==> config.mk <==
export PLATFORM = sky130hd
export DESIGN_NAME = rom_loader_top
export DESIGN_NICKNAME = d
export VERILOG_FILES = /design/src/rtl/loader_map_pkg.sv /design/src/rtl/loader_bus_pkg.sv /design/src/rtl/ce_ref_timer.sv /design/src/rtl/boot_fsm.sv /design/src/rtl/rom_page_decoder.sv /design/src/rtl/rom_map_table.sv /design/src/rtl/rom_loader_top.sv
export SDC_FILE = /design/constraint.sdc
export NUM_CORES = 1
export LEC_CHECK = 0
export ABC_AREA = 1
export BUFFER_PORTS_ARGS = -buffer_cell sky130_fd_sc_hd__buf_2
export CAP_MARGIN = 20
export CORE_MARGIN = 2
export CORE_UTILIZATION = 50
export CTS_CLUSTER_DIAMETER = 30
export DETAILED_ROUTE_END_ITERATION = 16
export PLACE_DENSITY = 0.68
export SYNTH_ARGS = -nofsm -noshare
export SYNTH_HDL_FRONTEND = slang
export SYNTH_SLANG_ARGS = --single-unit
==> constraint.sdc <==
create_clock -name clk_sys -period 22.4 [get_ports clk_sys]
set_input_delay 4.48 -clock clk_sys [delete_from_list [all_inputs] [get_ports clk_sys]]
set_output_delay 4.48 -clock clk_sys [all_outputs]
set_load 0.05 [all_outputs]
==> src/rtl/loader_map_pkg.sv <==
// Widths and fixed constants of the ROM loader memory map
// Page codes are 9 bits: bit 8 selects the upper expansion space
// Memory addresses are byte addresses inside one 8 MB bank
`default_nettype none

package loader_map_pkg;

	////////////////////////////////////////////////////////////
	// Vector types
	////////////////////////////////////////////////////////////

	typedef logic [7:0]  byte_t;
	typedef logic [24:0] dl_addr_t;       // Host download address
	typedef logic [22:0] mem_addr_t;      // Bit 22 marks upper expansion space
	typedef logic [8:0]  page_t;          // 16 KB page base
	typedef logic [7:0]  map_index_t;     // One entry per upper page
	typedef logic [15:0] file_ext_t;      // Last two extension characters

	////////////////////////////////////////////////////////////
	// Memory reference pacing
	////////////////////////////////////////////////////////////

	localparam int CE_REF_DIV = 16;       // Clocks per reference slot
	localparam int CE_REF_W = $clog2(CE_REF_DIV);

	typedef logic [CE_REF_W-1:0] ref_cnt_t;

	localparam ref_cnt_t CE_REF_LAST = ref_cnt_t'(CE_REF_DIV - 1);

	////////////////////////////////////////////////////////////
	// Page codes
	////////////////////////////////////////////////////////////

	// System slot modulo 4 picks the page, slot bit 2 picks the bank
	localparam page_t SYS_SLOT_PAGE [4] = '{9'h000, 9'h100, 9'h107, 9'h1FF};
	localparam int    SYS_SLOTS = 8;

	localparam page_t PAGE_BAD_EXT    = 9'h1EE;  // Unused page for odd extensions
	localparam page_t PAGE_COMBO_NEXT = 9'h1FF;

	// Pages 0, 7 and 255 are always present
	localparam logic [255:0] MAP_DEFAULT_PAGES = (256'd1 << 255) | (256'd1 << 7) | 256'd1;

endpackage

`default_nettype wire

==> src/rtl/loader_bus_pkg.sv <==
// Grouped buses and the loader state type
// Field order fixes the packed layout: address on top, data byte at the bottom
`default_nettype none

package loader_bus_pkg;

	////////////////////////////////////////////////////////////
	// Download side
	////////////////////////////////////////////////////////////

	// One byte from the host, 33 bits
	typedef struct packed {
		loader_map_pkg::dl_addr_t addr;
		loader_map_pkg::byte_t    data;
	} dl_beat_t;

	////////////////////////////////////////////////////////////
	// Memory side
	////////////////////////////////////////////////////////////

	// One write command for external memory, 32 bits
	typedef struct packed {
		loader_map_pkg::mem_addr_t addr;
		logic                      bank;    // 0 for lower system slots and model 0
		loader_map_pkg::byte_t     data;
	} mem_wr_t;

	////////////////////////////////////////////////////////////
	// Write sequencer
	////////////////////////////////////////////////////////////

	typedef enum logic [1:0] {
		IDLE,     // Ready for a beat
		PENDING,  // Waiting for the next reference slot
		WRITING   // Write enable held for one full slot
	} loader_state_t;

endpackage

`default_nettype wire

==> src/rtl/ce_ref_timer.sv <==
// Free-running reference enable, one clock high every CE_REF_DIV clocks
// Phase is fixed by reset only
`default_nettype none

module ce_ref_timer (
	input  wire  clk_sys,
	input  wire  reset,
	output logic ce_ref
);
	import loader_map_pkg::*;

	ref_cnt_t div_cnt;

	always_ff @(posedge clk_sys) begin
		if (reset) begin
			div_cnt <= '0;
		end else if (div_cnt == CE_REF_LAST) begin
			div_cnt <= '0;
		end else begin
			div_cnt <= div_cnt + 1'b1;
		end
	end

	assign ce_ref = (div_cnt == CE_REF_LAST);  // High in the cycle before wrap

endmodule

`default_nettype wire

==> src/rtl/boot_fsm.sv <==
// Admits one download beat at a time and paces its memory write
// The host must not strobe while dl_wait is high
// dl_wait spans 17 to 32 clocks, mem_we exactly one reference period
`default_nettype none

module boot_fsm (
	input  wire  clk_sys,
	input  wire  reset,
	input  wire  dl_active,
	input  wire  dl_wr,
	input  wire  beat_ok,
	input  wire  ce_ref,
	output logic dl_wait,
	output logic mem_we,
	output logic commit
);
	import loader_bus_pkg::*;

	loader_state_t state;

	////////////////////////////////////////////////////////////
	// State register
	////////////////////////////////////////////////////////////

	always_ff @(posedge clk_sys) begin
		if (reset) begin
			state <= IDLE;
		end else begin
			case (state)
				IDLE: begin
					// Dropped system beats never leave IDLE
					if (dl_wr && dl_active && beat_ok) begin
						state <= PENDING;
					end
				end
				PENDING: begin
					if (ce_ref) begin
						state <= WRITING;   // Align to the slot boundary
					end
				end
				WRITING: begin
					if (ce_ref) begin
						state <= IDLE;      // Write retired
					end
				end
				default: begin
					state <= IDLE;
				end
			endcase
		end
	end

	////////////////////////////////////////////////////////////
	// Outputs
	////////////////////////////////////////////////////////////

	assign dl_wait = (state != IDLE);
	assign mem_we  = (state == WRITING);

	// Last cycle of WRITING, data blocks update on this edge
	assign commit = (state == WRITING) && ce_ref;

endmodule

`default_nettype wire

==> src/rtl/rom_page_decoder.sv <==
// Maps a download beat to memory address, bank and data
// dl_ext must be stable before dl_active rises; the page base loads on that edge
// A beat on the very edge where dl_active rises still sees the old page base
`default_nettype none

module rom_page_decoder (
	input  wire                        clk_sys,
	input  wire                        reset,
	input  wire                        dl_active,
	input  wire                        dl_index_nz,  // Expansion download
	input  loader_map_pkg::file_ext_t  dl_ext,
	input  loader_bus_pkg::dl_beat_t   beat,
	input  wire                        take,
	input  wire                        commit,
	input  wire                        model,
	output logic                       beat_ok,
	output loader_bus_pkg::mem_wr_t    mem_cmd
);
	import loader_map_pkg::*;

	page_t      page;
	logic       combo;           // "Z0" pair of pages still in its first page
	logic       dl_active_d;
	logic [10:0] sys_slot;

	// Uppercase hex digit replaces the nibble, anything else keeps it
	function automatic logic [3:0] hex_nibble(input byte_t ch, input logic [3:0] dflt);
		logic [3:0] nib;
		nib = dflt;
		if (ch >= "0" && ch <= "9") begin
			nib = ch[3:0];
		end else if (ch >= "A" && ch <= "F") begin
			nib = ch[3:0] + 4'd9;
		end
		return nib;
	endfunction

	assign sys_slot = beat.addr[24:14];  // 16 KB slot number

	// System slots past the last fixed page are ignored
	assign beat_ok = dl_index_nz || (sys_slot < SYS_SLOTS);

	////////////////////////////////////////////////////////////
	// Page base and combo tracking
	////////////////////////////////////////////////////////////

	always_ff @(posedge clk_sys) begin
		if (reset) begin
			page        <= '0;
			combo       <= 1'b0;
			dl_active_d <= 1'b0;
		end else begin
			dl_active_d <= dl_active;

			// End of the first combo page moves on to the fixed second page
			if (commit && combo && (&mem_cmd.addr[13:0])) begin
				combo <= 1'b0;
				page  <= PAGE_COMBO_NEXT;
			end

			if (!dl_active_d && dl_active && dl_index_nz) begin
				combo <= 1'b0;
				page  <= {PAGE_BAD_EXT[8],
				          hex_nibble(dl_ext[15:8], PAGE_BAD_EXT[7:4]),
				          hex_nibble(dl_ext[7:0], PAGE_BAD_EXT[3:0])};
				if (dl_ext == "ZZ") begin
					page <= '0;
				end
				if (dl_ext == "Z0") begin
					page  <= '0;
					combo <= 1'b1;
				end
			end
		end
	end

	////////////////////////////////////////////////////////////
	// Write command capture
	////////////////////////////////////////////////////////////

	always_ff @(posedge clk_sys) begin
		if (take) begin
			mem_cmd.data       <= beat.data;
			mem_cmd.addr[13:0] <= beat.addr[13:0];
			if (dl_index_nz) begin
				mem_cmd.addr[22:14] <= {page[8], page[7:0] + beat.addr[21:14]};  // Wraps at 256
				mem_cmd.bank        <= model;
			end else begin
				mem_cmd.addr[22:14] <= SYS_SLOT_PAGE[sys_slot[1:0]];
				mem_cmd.bank        <= sys_slot[2];      // Upper four slots
			end
		end
	end

endmodule

`default_nettype wire

==> src/rtl/rom_map_table.sv <==
// Tracks which upper pages hold a ROM image and answers the mask query
// Model is latched on reset; a changed model drops back to the default pages
// Power-on state is the default map with model 0
`default_nettype none

module rom_map_table (
	input  wire                        clk_sys,
	input  wire                        reset,
	input  wire                        model_sel,
	input  wire                        commit,
	input  loader_bus_pkg::mem_wr_t    mem_cmd,
	input  loader_map_pkg::mem_addr_t  query_addr,
	output logic                       model,
	output loader_map_pkg::byte_t      rom_mask
);
	import loader_map_pkg::*;

	logic [255:0] page_map = MAP_DEFAULT_PAGES;
	logic         model_q = 1'b0;
	map_index_t   wr_idx;
	map_index_t   q_idx;

	assign wr_idx = mem_cmd.addr[21:14];
	assign q_idx  = query_addr[21:14];

	always_ff @(posedge clk_sys) begin
		if (reset) begin
			model_q <= model_sel;
			if (model_q != model_sel) begin
				page_map <= MAP_DEFAULT_PAGES;  // New machine, forget loaded pages
			end
		end else if (commit && mem_cmd.addr[22]) begin
			page_map[wr_idx] <= 1'b1;
		end
	end

	assign model = model_q;

	// Unloaded upper pages read as all ones
	assign rom_mask = (query_addr[22] && !page_map[q_idx]) ? 8'hFF : 8'h00;

endmodule

`default_nettype wire

==> src/rtl/rom_loader_top.sv <==
// Expansion ROM loader: host byte stream in, paced memory writes out
// Host strobes dl_wr only while dl_wait is low
// rom_mask is combinational from query_addr
`default_nettype none

module rom_loader_top (
	input  wire                        clk_sys,
	input  wire                        reset,
	input  wire                        dl_active,
	input  wire                        dl_wr,
	input  loader_map_pkg::dl_addr_t   dl_addr,
	input  loader_map_pkg::byte_t      dl_data,
	input  wire                        dl_index_nz,
	input  loader_map_pkg::file_ext_t  dl_ext,
	input  wire                        model_sel,
	input  loader_map_pkg::mem_addr_t  query_addr,
	output logic                       dl_wait,
	output logic                       mem_we,
	output loader_bus_pkg::mem_wr_t    mem_cmd,
	output loader_map_pkg::byte_t      rom_mask
);
	import loader_bus_pkg::*;

	dl_beat_t beat;
	logic     ce_ref;
	logic     beat_ok;
	logic     take;
	logic     commit;
	logic     model;

	assign beat = {dl_addr, dl_data};
	assign take = dl_active && dl_wr && beat_ok && !dl_wait;  // Same as the FSM leaving IDLE

	////////////////////////////////////////////////////////////
	// Pacing and sequencing
	////////////////////////////////////////////////////////////

	ce_ref_timer ce_ref_timer_i (
		.clk_sys (clk_sys),
		.reset   (reset),
		.ce_ref  (ce_ref)
	);

	boot_fsm boot_fsm_i (
		.clk_sys   (clk_sys),
		.reset     (reset),
		.dl_active (dl_active),
		.dl_wr     (dl_wr),
		.beat_ok   (beat_ok),
		.ce_ref    (ce_ref),
		.dl_wait   (dl_wait),
		.mem_we    (mem_we),
		.commit    (commit)
	);

	////////////////////////////////////////////////////////////
	// Address decode and page map
	////////////////////////////////////////////////////////////

	rom_page_decoder rom_page_decoder_i (
		.clk_sys     (clk_sys),
		.reset       (reset),
		.dl_active   (dl_active),
		.dl_index_nz (dl_index_nz),
		.dl_ext      (dl_ext),
		.beat        (beat),
		.take        (take),
		.commit      (commit),
		.model       (model),
		.beat_ok     (beat_ok),
		.mem_cmd     (mem_cmd)
	);

	rom_map_table rom_map_table_i (
		.clk_sys    (clk_sys),
		.reset      (reset),
		.model_sel  (model_sel),
		.commit     (commit),
		.mem_cmd    (mem_cmd),
		.query_addr (query_addr),
		.model      (model),
		.rom_mask   (rom_mask)
	);

endmodule

`default_nettype wire

==> summary.md, run 1 <==
| Metric | Value |
|---|---|
| Max Fanout on Critical Path | `87` |
| CTS sink cnt | `306` |
| Hold Crit Depth | `1` |
| Diode count | `0` |
| #FFs+latches synth | `306` |
| FF-to-FF setup slack | `19260 ps` |
| First-pass GRT wire length | `69400 um` |
| Initial antenna violation count | `0` |
| Endpoint class of the critical path | `primary output` |
| Flop pwr share | `36.4%` |
| Resize count post-CTS | `0` |
| Placed instance area | `16200 um^2` |
| Pint | `1.45 mW` |
| Hold Crit Class | `reg -> reg` |
| Sequential fraction of the synthesis area | `58.4%` |
| Post-route clock period utilization | `58.1%` |
| Commonest non-fill, non-tap cell in the layout | `nand2_1` |
| Longest Clk Path Bufs | `3` |
| Leak | `7.51 nW` |
| Combinational power share | `7.9%` |
| P per Cell Area | `100 nW/um^2` |
| Slowest CP cell | `clkinv_2` |
| Ports | `120` |
| Die X | `180 um` |
| CP startpoint kind | `primary input` |
| Layout Nets | `1934` |
| Final min period | `13020 ps` |
| Via-per-instance ratio | `5.85` |
| Fmax | `0.0768 GHz` |
| CP required | `17920 ps` |
| Placed Cells | `2151` |
| Worst-Skew Late Latency | `560 ps` |
| Drt first pass iters | `6` |
| Synth-to-Final Area Change | `21.6%` |
| Hold_sp | `ce_ref_timer_i.div_cnt[0]$_SDFF_PP0_` |
| Worst-Margin Slew | `1290 ps` |
| # setup viols final | `0` |
| # fillers | `2538` |
| RSZ-0062 raised after global routing | `false` |
| Fin. Hold Viols | `0` |
| Die area | `32300 um^2` |
| H-tree Lvls | `3` |
| TritonCTS Buffers | `73` |
| Max Cap Viol | `0` |
| Final HPWL DP | `23400 um` |
| Sequential Area | `9020 um^2` |
| Relative slew margins | `14.3%` |
| Largest net degree at the start of global routing | `217` |
| Fin cells | `2292` |
| Switch Pwr | `436 uW` |
| Post-Route WL | `43900 um` |
| Worst reg2reg path depth | `6` |
| Postcts setup bufs | `0` |
| Most frequent cell on the critical path | `nand3_1` |
| Avg Cell Area, Syn | `8.86 um^2` |
| Post-route cell area | `18800 um^2` |
| Syn Inst Count | `1744` |
| Mapped cell area | `15500 um^2` |
| Skew final | `21.0 ps` |
| Most frequent cells in the layout | `nand2_1 (327), nor2_1 (298), edfxtp_1 (289), a21oi_1 (286), nand3_1 (239)` |
| CP Class | `in -> out` |
| DR vias | `13400` |
| Utilization after layout | `61.6%` |
| Worst VDD drop | `0.0739 mV` |
| RR Endpoint | `rom_map_table_i.page_map[104]$_SDFFCE_PP0P_` |
| Hold worst-path end | `ce_ref_timer_i.div_cnt[0]$_SDFF_PP0_` |
| Antenna-violating nets left | `0` |
| Number of DRC markers in iteration 0 | `1731` |
| Initial Util | `50.6%` |
| Vert. Die Dim | `180 um` |
| Root Buffer | `clkbuf_16` |
| Layout cells sized above 1 | `13.6%` |
| Reg-to-Reg Start | `ce_ref_timer_i.div_cnt[0]$_SDFF_PP0_` |
| GRT Overall Usage | `26.8%` |
| Routed WL per cell | `19.2 um` |
| Delay of the slowest critical-path stage | `940 ps` |
| Row count | `64` |
| CTS tree | `built` |
| Clk pwr share | `55.6%` |
| Final slew viol count | `0` |
| CTS Hold Buffers Added | `0` |
| Crit-path cells | `buf_4 -> clkinv_2 -> buf_4 -> nand2_1 -> nand3_1 -> nand3_1 -> nand3_1 -> nand3_1 -> nand2_1 -> nand2_1 -> nand3_1 -> nand3_1 -> nand2_1 -> nor2_1 -> buf_2` |
| Outcome | `completed` |
| IO buf count | `105` |
| YS warnings | `0` |
| DRC errors left | `0` |
| Total congestion overflow | `0` |
| Gpl congestion | `0.826` |
| Multi-input gate area | `5670 um^2` |
| Synth cell types | `29` |
| CP Data Arrival Time | `8540 ps` |
| Post-synth net total | `1839` |
| TNS Setup | `0 ps` |
| Clock slew at reported path FFs | `40 ps` |
| Core area | `30500 um^2` |
| Vias in the first global route | `12900` |
| Net Sw Frac | `23.1%` |
## critical path, delay by kind of cell
kind	cells	cell delay [ps]
buffers and inverters	4	2670
AND/OR/NAND/NOR	11	1320
## worst max-delay path by stage
| stage | startpoint | to | slack, ps |
|---|---|---|---|
| after CTS | query_addr[14] | rom_mask[6] | 9410 |
| final | query_addr[14] | rom_mask[2] | 9380 |
| after global routing | query_addr[14] | rom_mask[2] | 8990 |
| after global placement | query_addr[14] | rom_mask[1] | 9440 |
| after detailed placement | query_addr[14] | rom_mask[6] | 9440 |
| after floorplan | query_addr[15] | rom_mask[1] | 11160 |
## cell usage after synthesis
library cell / number / area, um^2
o211ai_1: 3 / 22.5
a31oi_1: 2 / 12.5
buf_4: 7 / 52.6
edfxtp_1: 289 / 8680
o21a_1: 1 / 7.51
nor3_1: 4 / 20.0
nand4_1: 9 / 56.3
nor4_1: 5 / 31.3
ha_1: 16 / 200
xnor2_1: 2 / 17.5
o21ai_1: 4 / 20.0
a21oi_1: 286 / 1430
nand3_1: 239 / 1200
fa_1: 1 / 20.0
buf_1: 7 / 26.3
nand2_1: 328 / 1230
clkbuf_1: 82 / 308
o221a_2: 1 / 11.3
o21ai_0: 37 / 185
nor2_1: 301 / 1130
o2111a_1: 2 / 22.5
inv_2: 2 / 7.51
nor3_2: 1 / 10.0
xor2_1: 1 / 8.76
dfxtp_1: 17 / 340
buf_2: 26 / 130
inv_1: 68 / 255
or2_2: 2 / 12.5
o31ai_1: 1 / 7.51
## power groups by stage
| stage | registers, mW | clock network (mW) | logic (mW) |
|---|---|---|---|
| after floorplan | 0.705 | 0 | 0.101 |
| after global placement | 0.694 | 0 | 0.143 |
| after detailed placement | 0.695 | 0 | 0.147 |
| after CTS | 0.686 | 1.06 | 0.148 |
| after global routing | 0.690 | 1.09 | 0.167 |
| final | 0.687 | 1.05 | 0.149 |
## cell families (layout without fill, tap and decap cells)
logic type	after synthesis	in the layout	share of synthesized area, %
compound gates	337	337	11.1
xor+xnor	3	3	0.170
simple gates	889	889	23.9
buf+inv	192	344	5.04
flops	306	306	58.4
fa+ha+maj	17	17	1.43
## registers in the layout, summed over array words and instances, names as in the netlist
| signal | flops |
|---|---|
| rom_map_table_i.page_map | 256 |
| boot_fsm_i.state | 2 |
| rom_page_decoder_i.page | 9 |
| ce_ref_timer_i.div_cnt | 4 |
| rom_map_table_i.model | 1 |
| rom_page_decoder_i.combo | 1 |
| rom_page_decoder_i.mem_cmd | 32 |
| rom_page_decoder_i.dl_active_d | 1 |
## cell type report
cell class,count,share of cell area [%]
clock buffer,92,10.6
timing repair buffer,142,4.73
inverter,70,1.41
multi-input combinational,1246,30.2
clock inverter,40,2.43
tap,396,2.64
sequential,306,48.0
## metal layers
metal	vias up	GRT usage, %	wire [um]
met5	-	0	0
met4	0	9.92	1210
met3	107	5.27	4310
met2	702	42.3	20600
met1	6343	36.8	17800
li1	6246	-	-
## through the flow
| stage | hold slack [ps] | setup WS (ps) | power (mW) |
|---|---|---|---|
| 2_1_floorplan | 418 | 11160 | 0.806 |
| 3_3_place_gp | 434 | 9440 | 0.837 |
| 3_5_place_dp | 440 | 9440 | 0.842 |
| 4_1_cts | 445 | 9410 | 1.89 |
| 5_1_grt | 461 | 8990 | 1.94 |
| 6_report | 443 | 9380 | 1.89 |
Note: power is estimated with default switching activity, not from simulation.
==> run 2: changes to the inputs <==
clock period = 13.4 ns   (was 22.4 ns; I/O delays follow)
==> run 2 against run 1 <==
  * Via count down 0.37%
  * Largest cell class unchanged
  * Clock skew down 3.1 ps
  * Die area unchanged
  * Highest routed layer unchanged
  * Core utilization down 0.38 points
  * Critical path type unchanged
  * Final area down 0.61%
==> summary.md, run 2 (synthesis gave the netlist of run 1 again) <==
| Metric | Value |
|---|---|
| Outcome | `completed` |
| Slowest CP cell | `clkinv_2` |
| Longest Clk Path Bufs | `3 (unchanged)` |
| Largest net degree at the start of global routing | `201 (-7.4%)` |
| Fin. Hold Viols | `0 (unchanged)` |
| Placed Cells | `2153 (+0.093%)` |
| CTS tree | `built` |
| Final min period | `9290 ps` |
| Hold Crit Class | `reg -> reg` |
| CP Data Arrival Time | `6610 ps (-1930 ps)` |
| CTS sink cnt | `306 (unchanged)` |
| Postcts setup bufs | `0 (unchanged)` |
| Resize count post-CTS | `0 (unchanged)` |
| Endpoint class of the critical path | `primary output` |
| Worst Slack Setup Final | `4110 ps (-5260 ps)` |
| Top Registers | `rom_map_table_i.page_map: 256 flops, rom_page_decoder_i.mem_cmd: 32 flops, rom_page_decoder_i.page: 9 flops` |
| Vert. Die Dim | `180 um (unchanged)` |
| Delay-heaviest family, CP | `buffers and inverters` |
| Max FFs per register | `256 (unchanged)` |
| Drt first pass iters | `6 (unchanged)` |
| Final HPWL DP | `23600 um (+0.93%)` |
| DRC errors left | `0 (unchanged)` |
| RSZ-0062 raised after global routing | `false` |
| Antenna-violating nets left | `0 (unchanged)` |
| Core area | `30500 um^2 (unchanged)` |
| # fillers | `2605 (+2.6%)` |
| Hold_sp | `ce_ref_timer_i.div_cnt[0]$_SDFF_PP0_` |
| CP Buf/Inv Count | `4 (unchanged)` |
| Synth-to-Final Area Change | `20.8%` |
| CP startpoint kind | `primary input` |
| Commonest non-fill, non-tap cell in the layout | `nand2_1` |
| Root Buffer | `clkbuf_16` |
| Most frequent cells in the layout | `nand2_1 (327), nor2_1 (298), edfxtp_1 (289), a21oi_1 (286), nand3_1 (239)` |
| CP Class | `in -> out` |
| Crit-path cells | `buf_4 -> clkinv_2 -> buf_4 -> nand2_1 -> nand3_1 -> nand3_1 -> nand3_1 -> nand3_1 -> nand2_1 -> nand2_1 -> nand3_1 -> nand3_1 -> nand2_1 -> nor2_1 -> buf_2` |
| Via-per-instance ratio | `5.85 (about the same)` |
| Fin cells | `2283 (-0.39%)` |
| Total congestion overflow | `0 (unchanged)` |
| Worst-Skew Late Latency | `560 ps (about the same)` |
| Post-Route WL | `43700 um (-0.49%)` |
| TritonCTS Buffers | `69 (-5.5%)` |
| GRT Overall Usage | `26.5% (-0.24 points)` |
| Number of DRC markers in iteration 0 | `1997 (+15%)` |
| Initial Util | `50.6% (unchanged)` |
| Gpl congestion | `0.826 (about the same)` |
| Placed instance area | `16200 um^2 (about the same)` |
| Delay of the slowest critical-path stage | `880 ps (-60 ps)` |
| Post-route clock period utilization | `69.3%` |
| DR vias | `13300 (-0.37%)` |
| Final Power | `3.10 mW (+65%)` |
| P per Cell Area | `166 nW/um^2 (+66%)` |
| Die area | `32300 um^2 (unchanged)` |
| Post-route cell area | `18700 um^2 (-0.61%)` |
| Final slew viol count | `0 (unchanged)` |
| CTS Hold Buffers Added | `0 (unchanged)` |
| Reg-to-Reg Start | `ce_ref_timer_i.div_cnt[0]$_SDFF_PP0_` |
| Setup crit start | `query_addr[14]` |
| Relative slew margins | `16.0% (+1.7 points)` |
| Utilization after layout | `61.2% (-0.38 points)` |
| Vias in the first global route | `12800 (-1.0%)` |
| Skew final | `17.9 ps (-3.07 ps)` |
| Leak | `7.46 nW (-0.71%)` |
| Layout Nets | `1929 (-0.26%)` |
| Hold WS | `453 ps (+10.2 ps)` |
| Fmax | `0.108 GHz` |
| CP required | `10720 ps (-7200 ps)` |
| Most flops, register | `rom_map_table_i.page_map` |
| Max Cap Viol | `0 (unchanged)` |
| Most frequent cell on the critical path | `nand3_1` |
| Initial antenna violation count | `1 (+1)` |
| # setup viols final | `0 (unchanged)` |
| First-pass GRT wire length | `68800 um (-0.85%)` |
| Die X | `180 um (unchanged)` |
| Row count | `64 (unchanged)` |
| Routed WL per cell | `19.2 um (about the same)` |
| H-tree Lvls | `3 (unchanged)` |
| Clock slew at reported path FFs | `40 ps (about the same)` |
| Worst VDD drop | `0.125 mV (+69%)` |
| IO buf count | `105 (unchanged)` |
| Layout cells sized above 1 | `13.4% (-0.13 points)` |
| TNS Setup | `0 ps (unchanged)` |
| Ports | `120 (unchanged)` |
| Max Fanout on Critical Path | `70 (-20%)` |
| Worst-Margin Slew | `1260 ps (-24.9 ps)` |
| Dpl ws | `4180 ps (-5270 ps)` |
run 2: worst paths after layout:
kind                                                  to  slack, ps  cells after the start
max                                          rom_mask[2]       4110                     15
min                 ce_ref_timer_i.div_cnt[0]$_SDFF_PP0_        450                      1
max reg2reg  rom_map_table_i.page_map[142]$_SDFFCE_PP0P_      10200                      6
min reg2reg         ce_ref_timer_i.div_cnt[0]$_SDFF_PP0_        450                      1
run 2: report_power, final:
| part | internal, mW | total [mW] | switching, mW |
|---|---|---|---|
| sequential | 1.12 | 1.15 | 0.0274 |
| clock | 1.17 | 1.71 | 0.535 |
| combinational | 0.0714 | 0.249 | 0.178 |
run 2: worst register-to-register path, cell delays in order (launching register included):
cell     delay, ps
dfxtp_1        350
ha_1           190
nand3_1        160
nor2_1         260
nand3_1        190
nand2_4        600
buf_12         700
run 2: area by class of cell:
class	instances	area, um^2	share of cell area [%]
inverters	70	264	1.41
clock buffers	80	1800	9.64
clock inverters	42	561	3.00
flip-flops and latches	306	9020	48.3
repair buffers	141	857	4.59
diodes	2	5.00	0.0268
multi-input cells	1246	5670	30.4
well taps	396	495	2.65
run 2: metal layers:
| metal | vias up | wire (um) | global-route usage (%) |
|---|---|---|---|
| li1 | 6230 | - | - |
| met1 | 6344 | 18200 | 36.5 |
| met2 | 683 | 20300 | 41.9 |
| met3 | 91 | 4070 | 5.17 |
| met4 | 0 | 1160 | 9.76 |
| met5 | - | 0 | 0 |
==> run 3: changes to the inputs <==
clock period = 8.8 ns   (was 13.4 ns; I/O delays follow)
==> run 3 against run 2 <==
  * Clock-buffer cell count rose by 4
  * Clock skew rose by 12 ps
  * Final cell count increased by 0.70%
  * Core utilization rose by 0.80 points
  * Critical path type unchanged
  * Die area is the same
  * Highest routed layer unchanged
  * Critical path depth unchanged
  * Via count is 0.97% higher
  * Combinational power increased by 53%
  * First-iteration DRC count fell by 23%
  * Largest cell class unchanged
==> summary.md, run 3 (synthesis gave the netlist of run 1 again) <==
| Metric | Value |
|---|---|
| TNS Setup | `0 ps (unchanged)` |
| Initial Util | `50.6% (unchanged)` |
| Most flops, register | `rom_map_table_i.page_map` |
| Top Registers | `rom_map_table_i.page_map: 256 flops, rom_page_decoder_i.mem_cmd: 32 flops, rom_page_decoder_i.page: 9 flops` |
| Final Power | `4.89 mW (+58%)` |
| Endpoint class of the critical path | `primary output` |
| H-tree Lvls | `3 (unchanged)` |
| CP Class | `in -> out` |
| CTS tree | `built` |
| Antenna-violating nets left | `0 (unchanged)` |
| Final HPWL DP | `24500 um (+3.7%)` |
| Longest Clk Path Bufs | `3 (unchanged)` |
| Fin. Hold Viols | `0 (unchanged)` |
| Leak | `7.56 nW (+1.3%)` |
| Worst-Margin Slew | `1110 ps (-149 ps)` |
| Row count | `64 (unchanged)` |
| CP Data Arrival Time | `5420 ps (-1190 ps)` |
| Post-route clock period utilization | `81.6%` |
| Final slew viol count | `0 (unchanged)` |
| Setup crit start | `query_addr[14]` |
| First-pass GRT wire length | `69000 um (+0.32%)` |
| Final min period | `7180 ps` |
| Layout Nets | `1939 (+0.52%)` |
| Crit path capture | `rom_mask[2]` |
| Most frequent cell on the critical path | `nand3_1` |
| Clock slew at reported path FFs | `50 ps (about the same)` |
| CP startpoint kind | `primary input` |
| Skew final | `29.6 ps (+11.7 ps)` |
| RR Endpoint | `rom_map_table_i.page_map[186]$_SDFFCE_PP0P_` |
| Root Buffer | `clkbuf_16` |
| # fillers | `2531 (-2.8%)` |
| # setup viols final | `0 (unchanged)` |
| Max FFs per register | `256 (unchanged)` |
| CP required | `7040 ps (-3680 ps)` |
| Postcts setup bufs | `0 (unchanged)` |
| Gpl congestion | `0.843 (+2.1%)` |
| CTS Hold Buffers Added | `0 (unchanged)` |
| Vert. Die Dim | `180 um (unchanged)` |
| Worst VDD drop | `0.152 mV (+22%)` |
| Core area | `30500 um^2 (unchanged)` |
| Slowest CP cell | `clkinv_2` |
| Synth-to-Final Area Change | `22.4%` |
| Routed WL per cell | `19.2 um (+0.15%)` |
| RSZ-0062 raised after global routing | `false` |
| Outcome | `completed` |
| DR vias | `13500 (+0.97%)` |
| Die area | `32300 um^2 (unchanged)` |
| Reg-to-Reg Start | `ce_ref_timer_i.div_cnt[0]$_SDFF_PP0_` |
| DRC errors left | `0 (unchanged)` |
| Diode count | `0 (-2)` |
| Via-per-instance ratio | `5.86 (+0.27%)` |
| Worst reg2reg path depth | `6 (unchanged)` |
| Worst-Skew Late Latency | `580 ps (+20 ps)` |
| Most frequent cells in the layout | `nand2_1 (327), nor2_1 (298), edfxtp_1 (289), a21oi_1 (286), nand3_1 (239)` |
| Resize count post-CTS | `0 (unchanged)` |
| IO buf count | `105 (unchanged)` |
| Layout cells sized above 1 | `14.4% (+0.98 points)` |
| Crit-path cells | `buf_4 -> clkinv_2 -> buf_4 -> nand2_1 -> nand3_1 -> nand3_1 -> nand3_1 -> nand3_1 -> nand2_1 -> nand2_1 -> nand3_1 -> nand2_1 -> nor2_1 -> nor2_1 -> buf_2` |
| TritonCTS Buffers | `74 (+7.2%)` |
| Max Fanout on Critical Path | `69 (-1.4%)` |
| Commonest non-fill, non-tap cell in the layout | `nand2_1` |
| Ports | `120 (unchanged)` |
| Max Cap Viol | `0 (unchanged)` |
| CTS sink cnt | `306 (unchanged)` |
| Hold_sp | `ce_ref_timer_i.div_cnt[0]$_SDFF_PP0_` |
| Fmax | `0.139 GHz` |
| Hold Crit Class | `reg -> reg` |
| Hold WS | `466 ps (+13.2 ps)` |
| FF-to-FF setup slack | `5850 ps (-4350 ps)` |
| Largest net degree at the start of global routing | `146 (-27%)` |
| GRT Overall Usage | `26.6% (+0.087 points)` |
| Number of DRC markers in iteration 0 | `1531 (-23%)` |
| Relative slew margins | `25.6% (+9.7 points)` |
| Post-Route WL | `44100 um (+0.86%)` |
| Delay of the slowest critical-path stage | `770 ps (-110 ps)` |
| Dpl ws | `1680 ps (-2500 ps)` |
| Initial antenna violation count | `0 (-1)` |
| Die X | `180 um (unchanged)` |
| Total congestion overflow | `0 (unchanged)` |
| Worst Slack Setup Final | `1620 ps (-2490 ps)` |
| Drt first pass iters | `5 (-1)` |
| P per Cell Area | `259 nW/um^2 (+56%)` |
| Vias in the first global route | `12700 (-0.29%)` |
==> run 3: final cells by class <==
cell class	instances	area (um^2)	share of cell area, %
Sequential cell	306	9020	47.7
Multi-Input combinational cell	1246	5670	30.0
Clock buffer	84	1890	9.99
Timing Repair Buffer	146	916	4.84
Clock inverter	51	661	3.49
Tap cell	396	495	2.62
Inverter	70	264	1.40
==> run 3: how the worst min path moves through the flow <==
stage                                                end  cells after the start
finish              ce_ref_timer_i.div_cnt[0]$_SDFF_PP0_                      1
global route        ce_ref_timer_i.div_cnt[0]$_SDFF_PP0_                      1
CTS                 ce_ref_timer_i.div_cnt[0]$_SDFF_PP0_                      1
detailed placement  ce_ref_timer_i.div_cnt[0]$_SDFF_PP0_                      1
global placement    ce_ref_timer_i.div_cnt[0]$_SDFF_PP0_                      1
floorplan           ce_ref_timer_i.div_cnt[0]$_SDFF_PP0_                      1
==> run 3: worst max-delay path: cells and delay by family <==
family | cells | cell delay [ps]
AND/OR/NAND/NOR | 11 | 1330
buffers and inverters | 4 | 2290
==> run 3: where the power goes <==
group	internal, mW	switching [mW]
registers	1.70	0.0426
logic	0.110	0.272
clock network	1.88	0.886
total	3.69	1.20
==> run 3: stage by stage <==
stage / util, % / cell area, um^2 / std cells
after global routing: 62.0 / 18900 / 2299
after CTS: 61.7 / 18800 / 2289
after detailed placement: 53.3 / 16300 / 2154
after floorplan: - / 15500 / 1744
final: 62.0 / 18900 / 2299
after global placement: 53.0 / 16200 / 2148
==> run 3: layer usage <==
layer	GRT usage, %	up-vias	wire length (um)	part of all wire (%)
li1	-	6264	-	-
met1	36.7	6438	18200	41
met2	41.4	668	20500	46
met3	5.79	108	4140	9.4
met4	9.95	0	1260	2.9
met5	0	-	0	0
